--- src/image_consts.svh ---
`ifndef IMAGE_CONSTS_SVH
`define IMAGE_CONSTS_SVH

////////////////////
// Memory geometry
////////////////////

// Number of line memories
`define IMG_BANK_COUNT 8

// Words per line memory, one per pixel column
`define IMG_BANK_DEPTH 480

////////////////////
// Field widths
////////////////////

// Word address inside one bank
`define IMG_ADDR_W 9

// Bank index as carried in the host header
`define IMG_BANK_W 8

// One pixel, two of them per stored word
`define IMG_PIXEL_W 9

`endif
--- src/image_pkg.sv ---
`default_nettype none

`include "image_consts.svh"

package image_pkg;

	////////////////////
	// Phases
	////////////////////

	// Reset, load, verify, done in strict order
	typedef enum logic [1:0] {
		PH_RESET  = 2'd0,
		PH_LOAD   = 2'd1,
		PH_VERIFY = 2'd2,
		PH_DONE   = 2'd3
	} phase_e;

	////////////////////
	// Host word
	////////////////////

	// Header view, opens a block or ends loading
	typedef struct packed {
		logic                   last;
		logic [4:0]             pad;
		logic [`IMG_ADDR_W-1:0] count;
		logic [`IMG_BANK_W-1:0] bank;
		logic [`IMG_ADDR_W-1:0] addr;
	} host_hdr_t;

	// Data view, second row in the high half
	typedef struct packed {
		logic [31-2*`IMG_PIXEL_W:0] pad;
		logic [`IMG_PIXEL_W-1:0]    row1;
		logic [`IMG_PIXEL_W-1:0]    row0;
	} host_data_t;

	// Same 32 bits, meaning set by stream position
	typedef union packed {
		host_hdr_t  hdr;
		host_data_t data;
	} host_word_u;

	////////////////////
	// Bank access
	////////////////////

	typedef struct packed {
		logic [`IMG_BANK_W-1:0]    bank;
		logic [`IMG_ADDR_W-1:0]    addr;
		logic [2*`IMG_PIXEL_W-1:0] wdata;
		logic                      we;
	} bank_port_t;

	// Phase flags plus readback valid, shown on the LEDs
	typedef struct packed {
		logic load;
		logic verify;
		logic done;
		logic rd_val;
	} seq_status_t;

	// Active-low segments, digit 0 in the low slot
	typedef logic [3:0][6:0] hex_digits_t;

endpackage

`default_nettype wire

--- src/phase_sequencer.sv ---
`timescale 1ns/1ps
`default_nettype none

module phase_sequencer (
	input  wire logic                  CLOCK_50,
	input  wire logic                  reset,
	input  wire logic                  load_done,
	input  wire logic                  verify_done,
	input  wire image_pkg::bank_port_t load_port,
	input  wire image_pkg::bank_port_t read_port,
	input  wire logic                  fpga_val,
	output image_pkg::bank_port_t      mem_port,
	output logic                       verify_start,
	output image_pkg::seq_status_t     status
);

	image_pkg::phase_e phase;

	////////////////////
	// Phase FSM
	////////////////////

	always_ff @(posedge CLOCK_50) begin
		verify_start <= 1'b0;
		if (reset) begin
			phase <= image_pkg::PH_RESET;
		end else begin
			case (phase)
				// Leave reset on the first free edge
				image_pkg::PH_RESET: phase <= image_pkg::PH_LOAD;
				image_pkg::PH_LOAD: begin
					if (load_done) begin
						phase        <= image_pkg::PH_VERIFY;
						verify_start <= 1'b1;
					end
				end
				image_pkg::PH_VERIFY: begin
					if (verify_done) begin
						phase <= image_pkg::PH_DONE;
					end
				end
				// Terminal until the next reset
				default: phase <= image_pkg::PH_DONE;
			endcase
		end
	end

	////////////////////
	// Bank port select
	////////////////////

	always_comb begin
		case (phase)
			image_pkg::PH_LOAD:   mem_port = load_port;
			image_pkg::PH_VERIFY: mem_port = read_port;
			default: begin
				// Reads allowed, writes blocked
				mem_port    = read_port;
				mem_port.we = 1'b0;
			end
		endcase
	end

	// LED flags
	always_comb begin
		status.load   = (phase == image_pkg::PH_LOAD);
		status.verify = (phase == image_pkg::PH_VERIFY);
		status.done   = (phase == image_pkg::PH_DONE);
		status.rd_val = fpga_val;
	end

endmodule

`default_nettype wire

--- config.mk ---
export PLATFORM = sky130hd
export DESIGN_NAME = phase_sequencer
export DESIGN_NICKNAME = d
export VERILOG_FILES = /design/src/image_pkg.sv /design/src/phase_sequencer.sv
export VERILOG_INCLUDE_DIRS = /design/src
export SDC_FILE = /design/constraint.sdc
export NUM_CORES = 1
export LEC_CHECK = 0
export ABC_CLOCK_PERIOD_IN_PS = 2300
export BUFFER_PORTS_ARGS = -buffer_cell sky130_fd_sc_hd__buf_4
export CAP_MARGIN = 20
export CELL_PAD_IN_SITES_DETAIL_PLACEMENT = 0
export CELL_PAD_IN_SITES_GLOBAL_PLACEMENT = 2
export CORE_ASPECT_RATIO = 1.2
export CORE_MARGIN = 5
export CORE_UTILIZATION = 10
export CTS_CLUSTER_DIAMETER = 30
export DETAILED_ROUTE_END_ITERATION = 7
export PLACE_DENSITY_LB_ADDON = 0.1
export SLEW_MARGIN = 25
export SYNTH_ARGS = -nofsm -noshare
export SYNTH_HDL_FRONTEND = slang
export SYNTH_SLANG_ARGS = --single-unit
--- constraint.sdc ---
create_clock -name CLOCK_50 -period 2.3 [get_ports CLOCK_50]
set_input_delay 0.46 -clock CLOCK_50 [delete_from_list [all_inputs] [get_ports CLOCK_50]]
set_output_delay 0.46 -clock CLOCK_50 [all_outputs]
set_load 0.005 [all_outputs]
==> Yosys cells after proc, flatten, opt, wreduce, memory -nomap -nowiden <==
Cells that the tools add are included.
Widths: inputs -> output; s select.
{ "word_totals": {"ff_bits": 3, "latchBits": 0, "ramBits": 0, "mem_bits_ro": 0, "in_bits": 77, "out_inout_bits": 41, "word_cells": 16, "n_memories": 0} }
{ "classes": {"addsub": 0, "mul": 0, "n_div": 0, "magnitude_cmp": 0, "n_eq_ne": 5, "n_shift": 0, "mux": 5, "n_bitwise": 1, "n_reduce_logical": 3} }
{ "ops": {"columns": ["operator", "n"], "rows": [
  ["$pmux 36 s2", 1],
  ["$pmux 2 s3", 1],
  ["$eq 2x2->1 const B", 2],
  ["$mux 2", 2],
  ["$ne 2x2->1 const B", 2],
  ["$eq 2x1->1 const B", 1],
  ["$logic_not 2->1", 1],
  ["$reduce_and 2->1", 1],
  ["$reduce_or 2->1", 1],
  ["$mux 1", 1],
  ["$not 1->1", 1]
]} }

==> Longest topological paths before layout <==
Gate-level depths: netlist (run 1).
{ "logic_depth": {"depth_word": 3, "ltp_mapped": 6, "depth_no_buf": 4} }

==> Worst setup path after synthesis (run 1) <==
OpenSTA, ideal clock, no wires.
{ "synth_path": {"path_type": "register to output", "from": "register phase[0]", "to": "output mem_port[10] (netlist name)", "t_arrival_ns": 1.327, "required_time_ns": 1.840, "setup_slack_ns": 0.513, "path_stages_with_launch": 7, "path_buffers": 2, "cell_sequence": "dfxtp_1 -> inv_1 -> ha_1 -> and2_1 -> buf_6 -> buf_6 -> a22o_1"} }
{ "synth_rtl": {"columns": ["element", "line_no", "rtl"], "rows": [
  ["start: declaration", "phase_sequencer.sv:17", "image_pkg::phase_e phase;"],
  ["start signal: assignment", "phase_sequencer.sv:26", "phase <= image_pkg::PH_RESET;"],
  ["start signal: assignment", "phase_sequencer.sv:30", "image_pkg::PH_RESET: phase <= image_pkg::PH_LOAD;"],
  ["start signal: assignment", "phase_sequencer.sv:33", "phase <= image_pkg::PH_VERIFY;"],
  ["end: declaration", "phase_sequencer.sv:12", "output image_pkg::bank_port_t mem_port,"]
]} }

==> out/qor.yml, run 1 <==
design_area_um2: 1580
core_region_area_um2: 6090
cts_buffer_depth: 2
syn_avg_cell_area_um2: 9.18
synthTopCellsByCount: "35 x a22o_1, 8 x buf_6, 6 x ha_1"
ir_drop_mv: 0.695
r2r_slack_ns: 0.87
cp_num_cells: 6
grtUsageTotal: 0.0833
antennaDiodeCount: 0
synth_area_um2: 633
crit_fanout: 35
area_growth_pct: 150
place_area_um2: 1520
drive_gt1_frac: 0.674
die_w_um: 82.6
yosysMostFrequentCell: "a22o_1"
grt_pass1_vias: 1009
setup_tns_ns: 0
slew_headroom: 0.832
fmax_mhz: 458
wl_per_cell_um: 14.5
placed_cells: 259
hold_violations: 0
synthTopCellsByArea: "a22o_1 48%, buf_6 14%, ha_1 12%"
critPathCaptureType: "output pin"
first_iter_violations: 14
ys_seq_elements: 3
drt-total-wl_mm: 3.81
required_ns: 1.84
vias_per_cell: 3.90
clock_sinks: 3
final_util: 0.260
synth_top_area_cell: "a22o_1"
arrival_ns: 1.72
crit_slowest_cell: "dfxtp_1"
grt-ovfl-total: 0
synth-edff-count: 0
setup_violations: 0
clockRootBuffer: "clkbuf_8"
yosysSeqAreaShare: 0.0949
synth_nets: 152
detail-route-antenna-nets: 0
path_buf_inv: 3
worstMarginPinSlew_ns: 0.251
port_buffers: 115
maxSlewViolCount: 0
num_rows: 31
drc: 0
synthFlopType: "dfxtp_1"
r2r_cells: 4
insertion_delay_ns: 0.22
power.leakage_nw: 0.835
yosysUniqueCellTypes: 13
synthArstFlopShare: 0
skew_ns: 0.00275
synth_top_area_share: 0.484
hpwl_mm: 3.16
period_needed_ns: 2.18
cts_setup_buffers: 0
cp_slowest_stage_delay_ns: 0.37
grt_pass1_wl_mm: 5.26
stdcell_count: 263
ctsHtreeMaxLevel: 1
fill_cells: 654
crit_family: "buffers and inverters"
yosys_warnings: 0
antenna_found_initial: 0
ios: 118
die-area_um2: 8030
numCtsBuffers: 3
nets: 265
maxCapViolCount: 0
worstSetupPathType: "reg2out"
startpoint_type: "flip-flop"
gp_congestion: 0.715
power.density_nw_per_um2: 1250
grt_start_max_net_pins: 36
dr.pass1.iters: 3
finalHoldWorstSlack_ns: 0.440
cts_tree: "yes"
clkTransAtPathRegs_ns: 0.03
crit_chain: "inv_1 > ha_1 > and2_1 > buf_12 > a22o_1 > buf_4"
outcome: "finished clean"
syn_inst: 69
vias: 1025
period_share: 0.949
rsz0062_at_grt: "no"
die_height_um: 97.2
min_path_type: "in2reg"
min_path_cells: 2
initial_core_util: 0.104
## power by group
part | total (W) | internal, W | switching, W
Combinational | 0.00172 | 0.00102 | 0.000706
Clock | 0.000155 | 0.000118 | 0.0000365
Sequential | 0.0000909 | 0.0000722 | 0.0000187
Total | 0.00197 | 0.00121 | 0.000761
## state kept, by name, indices dropped and copies added, names as in the netlist
| name | count |
|---|---|
| verify_start | 1 |
| phase | 2 |
## stage by stage
| step | power, W | setup WS, ns |
|---|---|---|
| floorplan | 0.00107 | 0.513 |
| global placement | 0.00182 | 0.266 |
| detailed placement | 0.00180 | 0.265 |
| CTS | 0.00196 | 0.0183 |
| global route | 0.00214 | 0.0112 |
| finish | 0.00197 | 0.117 |
## area by class of cell
cell class                      count  area [µm²]  share of cell area
Inverter                            4        15.0             0.00949
Sequential cell                     3        60.1              0.0380
Tap cell                           82         103              0.0649
Multi-Input combinational cell     53         460               0.291
Clock buffer                        4        45.0              0.0285
Timing Repair Buffer              117         898               0.568
## cells in the final DEF (no fill, tap or decap)
master / netlist / final
inv_1: 4 / 4
clkbuf_8: 0 / 3
and2_1: 1 / 1
buf_12: 0 / 1
dfxtp_1: 3 / 3
nor2_1: 4 / 4
buf_4: 1 / 115
nor2b_1: 1 / 1
nand2b_1: 1 / 1
mux2_2: 2 / 2
clkbuf_1: 0 / 1
buf_8: 0 / 1
nor3b_1: 1 / 1
a22o_1: 35 / 35
a22oi_1: 2 / 2
ha_1: 6 / 6
## timing repair
action / 4_1_cts / 5_1_grt
endpoints found under the setup margin: 0 / 35
gates resized for setup: 0 / 5
hold buffers: 0 / 0
## path summary, 6_finish.rpt
| kind | from | to |
|---|---|---|
| setup / recovery | phase[0] | mem_port[1] |
| hold / removal | reset | verify_start |
| setup reg to reg | phase[0] | phase[1] |
| hold reg to reg | phase[1] | phase[1] |
## metal layers
metal  track usage  share of wire  vias to the layer above
li1              -              -                      495
met1        0.0819           0.33                      459
met2         0.165           0.52                       66
met3        0.0176           0.14                        5
met4        0.0226          0.013                        0
met5             0              0                        -
## worst register-to-register path: cells and delay by family (launching register included)
kind | cells | cell delay [ns]
flops | 1 | 0.37
mux | 1 | 0.37
fa+ha+maj | 1 | 0.23
compound gates | 1 | 0.22
buf+inv | 1 | 0.11
## cell families after synthesis
family	after synthesis	synth area share
AOI/OAI and AO/OA	37	0.508
adders and majority gates	6	0.119
buffers and inverters	13	0.178
DFF	3	0.0949
muxes	2	0.0356
and+or+nand+nor	8	0.0652
(Power assumes the default switching activity.)
==> inputs of run 2 (changes only) <==
--- a/config.mk
+++ b/config.mk
@@ -6,7 +6,7 @@
 export SDC_FILE = /design/constraint.sdc
 export NUM_CORES = 1
 export LEC_CHECK = 0
-export ABC_CLOCK_PERIOD_IN_PS = 2300
+export ABC_CLOCK_PERIOD_IN_PS = 2500
 export BUFFER_PORTS_ARGS = -buffer_cell sky130_fd_sc_hd__buf_4
 export CAP_MARGIN = 20
 export CELL_PAD_IN_SITES_DETAIL_PLACEMENT = 0
==> constraint.sdc (replaced) <==
create_clock -name CLOCK_50 -period 2.5 [get_ports CLOCK_50]
set_input_delay 0.5 -clock CLOCK_50 [delete_from_list [all_inputs] [get_ports CLOCK_50]]
set_output_delay 0.5 -clock CLOCK_50 [all_outputs]
set_load 0.005 [all_outputs]
==> run 2 against run 1 <==
Net effect: design area is 1.3% lower; critical path depth stayed put; die area stayed put; sequential share of layout area hardly changed; total power is 11% lower; sequential power is 7.7% lower; highest routed layer unchanged.
==> out/qor.yml, run 2 (synthesized netlist as in run 1, its figures left out) <==
outcome: "finished clean"
setup_violations: 0
p_seq_frac: 0.048
antennaDiodeCount: 0
grt-ovfl-total: 0
fill_cells: 672
top_register: "phase"
port_buffers: 115
hpwl_mm: 3.16
period_needed_ns: 2.29
first_iter_violations: 30
ctsHtreeMaxLevel: 1
r2r_end: "phase[1]"
num_rows: 31
clockRootBuffer: "clkbuf_8"
power.leakage_nw: 0.829
slew_headroom: 0.755
grt_pass1_wl_mm: 5.24
die_height_um: 97.2
power.density_nw_per_um2: 1120
largest_reg_flops: 2
insertion_delay_ns: 0.22
r2r_start: "phase[1]"
core_region_area_um2: 6090
detail-route-antenna-nets: 0
drive_gt1_frac: 0.674
die-area_um2: 8030
gp_congestion: 0.715
final_common_cell: "buf_4"
required_ns: 2.00
dr.pass1.iters: 3
reg_top3: "phase: 2 flops, verify_start: 1 flops"
cts_buffer_depth: 2
nets: 265
drc: 0
min_path_type: "in2reg"
cts_hold_buf: 0
cts_setup_buffers: 0
clkPwrFrac: 0.080
rsz0062_at_grt: "no"
period_share: 0.916
crit_fanout: 35
place_area_um2: 1520
grt_start_max_net_pins: 36
clkTransAtPathRegs_ns: 0.03
worstSetupPathType: "reg2out"
whs_endpoint: "verify_start"
initial_core_util: 0.104
ir_drop_mv: 0.645
numCtsBuffers: 3
ios: 118
min_path_cells: 2
switchingPower_w: 0.000682
min-delay-start: "reset"
clock_sinks: 3
skew_ns: 0.00307
vias: 1022
critPathCaptureType: "output pin"
maxSlewViolCount: 0
comb_power_share: 0.872
switching_share: 0.389
die_w_um: 82.6
drt-total-wl_mm: 3.77
design_area_um2: 1560
hold_violations: 0
r2r_slack_ns: 1.07
vias_per_cell: 3.89
final_cell_mix: "117 x buf_4, 35 x a22o_1, 6 x ha_1"
setup_tns_ns: 0
grtUsageTotal: 0.0836
startpoint_type: "flip-flop"
maxCapViolCount: 0
fmax_mhz: 437
area_growth_pct: 147
antenna_found_initial: 0
grt_pass1_vias: 1011
cts_tree: "yes"
wl_per_cell_um: 14.3
intPower_w: 0.00107
cts_resized: 0
worstMarginPinSlew_ns: 0.367
arrival_ns: 1.79
r2r_cells: 4
run 2: cell counts in the layout (fill, tap and decap cells not counted):
No cell type changed its count.
run 2: how the worst max path moves through the flow:
stage,slack [ns],from,depth (start not counted),end
5_1_grt,0.05,phase[0],6,mem_port[1]
3_3_place_gp,0.43,phase[0],6,mem_port[24]
6_report,0.21,phase[0],6,mem_port[1]
3_5_place_dp,0.43,phase[0],6,mem_port[1]
4_1_cts,0.18,phase[0],6,mem_port[35]
2_1_floorplan,0.67,phase[0],6,mem_port[10]
run 2: per-layer routing:
layer | vias up | GRT usage | routed length [µm]
li1 | 497 | - | -
met1 | 460 | 0.0841 | 1230
met2 | 63 | 0.167 | 2030
met3 | 2 | 0.0167 | 490
met4 | 0 | 0.0189 | 16
met5 | - | 0 | 0
run 2: final cells by class:
class                           instances  area [µm²]  share of cell area
Multi-Input combinational cell         53         460               0.295
Sequential cell                         3        60.1              0.0385
Timing Repair Buffer                  117         878               0.562
Tap cell                               82         103              0.0657
Inverter                                4        15.0             0.00962
Clock buffer                            4        45.0              0.0288
run 2: per-stage QoR:
| step | total power, W | cells | util | hold slack [ns] | setup slack, ns |
|---|---|---|---|---|---|
| 6_report | 0.00175 | 263 | 0.256 | 0.480 | 0.210 |
| 2_1_floorplan | 0.000981 | 69 | - | 0.576 | 0.673 |
| 4_1_cts | 0.00180 | 263 | 0.256 | 0.475 | 0.176 |
| 5_1_grt | 0.00192 | 263 | 0.256 | 0.489 | 0.0513 |
| 3_3_place_gp | 0.00168 | 259 | 0.249 | 0.710 | 0.426 |
| 3_5_place_dp | 0.00165 | 259 | 0.249 | 0.701 | 0.425 |
run 2: worst max-delay path, stage by stage, from the launching register on:
cell     delay [ns]
dfxtp_1        0.37
inv_1          0.11
ha_1           0.32
and2_1         0.12
buf_4          0.33
a22o_1         0.20
buf_4          0.11
run 2: power groups by stage:
stage / combinational (W) / sequential (W) / clock [W]
detailed placement: 0.00156 / 0.0000843 / 0
global route: 0.00168 / 0.0000878 / 0.000151
floorplan: 0.000900 / 0.0000811 / 0
CTS: 0.00157 / 0.0000842 / 0.000146
global placement: 0.00159 / 0.0000832 / 0
finish: 0.00153 / 0.0000839 / 0.000140
==> inputs of run 3 (changes only) <==
--- a/config.mk
+++ b/config.mk
@@ -8,7 +8,7 @@
 export LEC_CHECK = 0
 export ABC_CLOCK_PERIOD_IN_PS = 2500
 export BUFFER_PORTS_ARGS = -buffer_cell sky130_fd_sc_hd__buf_4
-export CAP_MARGIN = 20
+export CAP_MARGIN = 40
 export CELL_PAD_IN_SITES_DETAIL_PLACEMENT = 0
 export CELL_PAD_IN_SITES_GLOBAL_PLACEMENT = 2
 export CORE_ASPECT_RATIO = 1.2
@@ -16,6 +16,7 @@
 export CORE_UTILIZATION = 10
 export CTS_CLUSTER_DIAMETER = 30
 export DETAILED_ROUTE_END_ITERATION = 7
+export GPL_TIMING_DRIVEN = 0
 export PLACE_DENSITY_LB_ADDON = 0.1
 export SLEW_MARGIN = 25
 export SYNTH_ARGS = -nofsm -noshare
==> run 3 against run 2 <==
Net effect: flip-flop and latch count is the same; hold slack gained 0.0015 ns; clock power grew 3%; first-iteration DRC count shrank 67%; largest cell class unchanged; design area grew 5.8%; maximum frequency grew 0.19%; total power grew 11%; via count grew 3.2%; utilization grew 1.5 points; non-clock buffer count grew 8; die area is the same.
==> out/qor.yml, run 3 (synthesized netlist as in run 1, its figures left out) <==
rsz0062_at_grt: "no"
maxSlewViolCount: 0
min_path_type: "in2reg"
power.density_nw_per_um2: 1180
grt-ovfl-total: 0
grt_pass1_wl_mm: 5.58
die_height_um: 97.2
port_buffers: 116
min-delay-start: "reset"
vias: 1055
highest_layer: "met4"
skew_ns: 0.00266
switchingPower_w: 0.000727
die-area_um2: 8030
grt_pass1_vias: 1057
detail-route-antenna-nets: 0
gp_congestion: 0.696
r2r_start: "phase[1]"
pre_cts_ws_ns: 0.426
wl_met3_um: 577
maxCapViolCount: 0
fill_cells: 667
largest_reg_flops: 2
arrival_ns: 1.79
insertion_delay_ns: 0.22
r2r_end: "phase[0]"
setup_ws_ns: 0.214
clockRootBuffer: "clkbuf_8"
r2r_slack_ns: 1.07
clkTransAtPathRegs_ns: 0.03
die_w_um: 82.6
nets: 273
ctsHtreeMaxLevel: 1
dr_wl_met2_mm: 1.94
cts_resized: 0
grtUsageTotal: 0.0869
ios: 118
clkPwrFrac: 0.074
dr.pass1.iters: 4
worstSetupPathType: "reg2out"
clock_sinks: 3
crit_fanout: 10
hpwl_mm: 3.37
setup_violations: 0
intPower_w: 0.00122
slew_headroom: 0.833
initial_core_util: 0.104
p_seq_frac: 0.043
worstMarginPinSlew_ns: 0.251
switching_share: 0.374
drt-total-wl_mm: 3.94
final_cell_mix: "117 x buf_4, 35 x a22o_1, 8 x buf_6"
required_ns: 2.00
antennaDiodeCount: 0
critPathCaptureType: "output pin"
placed_cells: 267
grt_start_max_net_pins: 11
vias_per_cell: 3.89
hold_violations: 0
drive_gt1_frac: 0.688
numCtsBuffers: 3
critPathCapture: "mem_port[8]"
routedLengthMet1_mm: 1.30
cts_tree: "yes"
core_region_area_um2: 6090
period_needed_ns: 2.29
num_rows: 31
cts_hold_buf: 0
final_common_cell: "buf_4"
startpoint_type: "flip-flop"
fmax_mhz: 437
cts_buffer_depth: 2
outcome: "finished clean"
top_register: "phase"
final_util: 0.271
finalHoldWorstSlack_ns: 0.481
power.leakage_nw: 0.877
stdcell_count: 271
setup_tns_ns: 0
comb_power_share: 0.883
reg_top3: "phase: 2 flops, verify_start: 1 flops"
period_share: 0.914
drc: 0
ir_drop_mv: 0.470
cts_setup_buffers: 0
first_iter_violations: 10
wl_per_cell_um: 14.5
antenna_found_initial: 0
r2r_cells: 4
area_growth_pct: 161
critPathLaunch: "phase[0]"
[run 3: changes by cell type in the layout (fill, tap and decap cells not counted)]
cell and delta:
buf_6 +8
[run 3: metal layers]
| layer | vias to the layer above | GRT usage |
|---|---|---|
| li1 | 511 | - |
| met3 | 9 | 0.0288 |
| met1 | 463 | 0.0924 |
| met4 | 0 | 0.0340 |
| met2 | 72 | 0.153 |
| met5 | - | 0 |
[run 3: power groups by stage]
| stage | combinational, W | clock, W | sequential [W] |
|---|---|---|---|
| after floorplan | 0.000900 | 0 | 0.0000811 |
| final | 0.00172 | 0.000144 | 0.0000831 |
| after detailed placement | 0.00175 | 0 | 0.0000842 |
| after global placement | 0.00177 | 0 | 0.0000858 |
| after CTS | 0.00176 | 0.000150 | 0.0000835 |
| after global routing | 0.00187 | 0.000153 | 0.0000868 |
[run 3: final cells by class]
class,count,area [µm²],share of cell area
Buffer,9,97.6,0.0591
Tap cell,82,103,0.0621
Clock buffer,4,45.0,0.0273
Sequential cell,3,60.1,0.0364
Inverter,4,15.0,0.00909
Timing Repair Buffer,116,871,0.527
Multi-Input combinational cell,53,460,0.279
[run 3: critical path: stages (launching register included)]
cell     delay, ns
dfxtp_1       0.37
inv_1         0.11
ha_1          0.34
and2_1        0.16
buf_6         0.14
buf_6         0.14
a22o_1        0.19
buf_4         0.13
[run 3: worst min-delay path by stage]
stage,end,slack [ns],depth (start not counted)
after floorplan,verify_start,0.58,1
after global placement,verify_start,0.71,2
after detailed placement,verify_start,0.71,2
after CTS,verify_start,0.48,2
after global routing,verify_start,0.49,2
final,verify_start,0.48,2
[run 3: metrics by stage]
stage	power, W	cell area [µm²]
after global placement	0.00185	1610
after global routing	0.00211	1650
after floorplan	0.000981	633
after CTS	0.00199	1650
final	0.00194	1650
after detailed placement	0.00184	1610
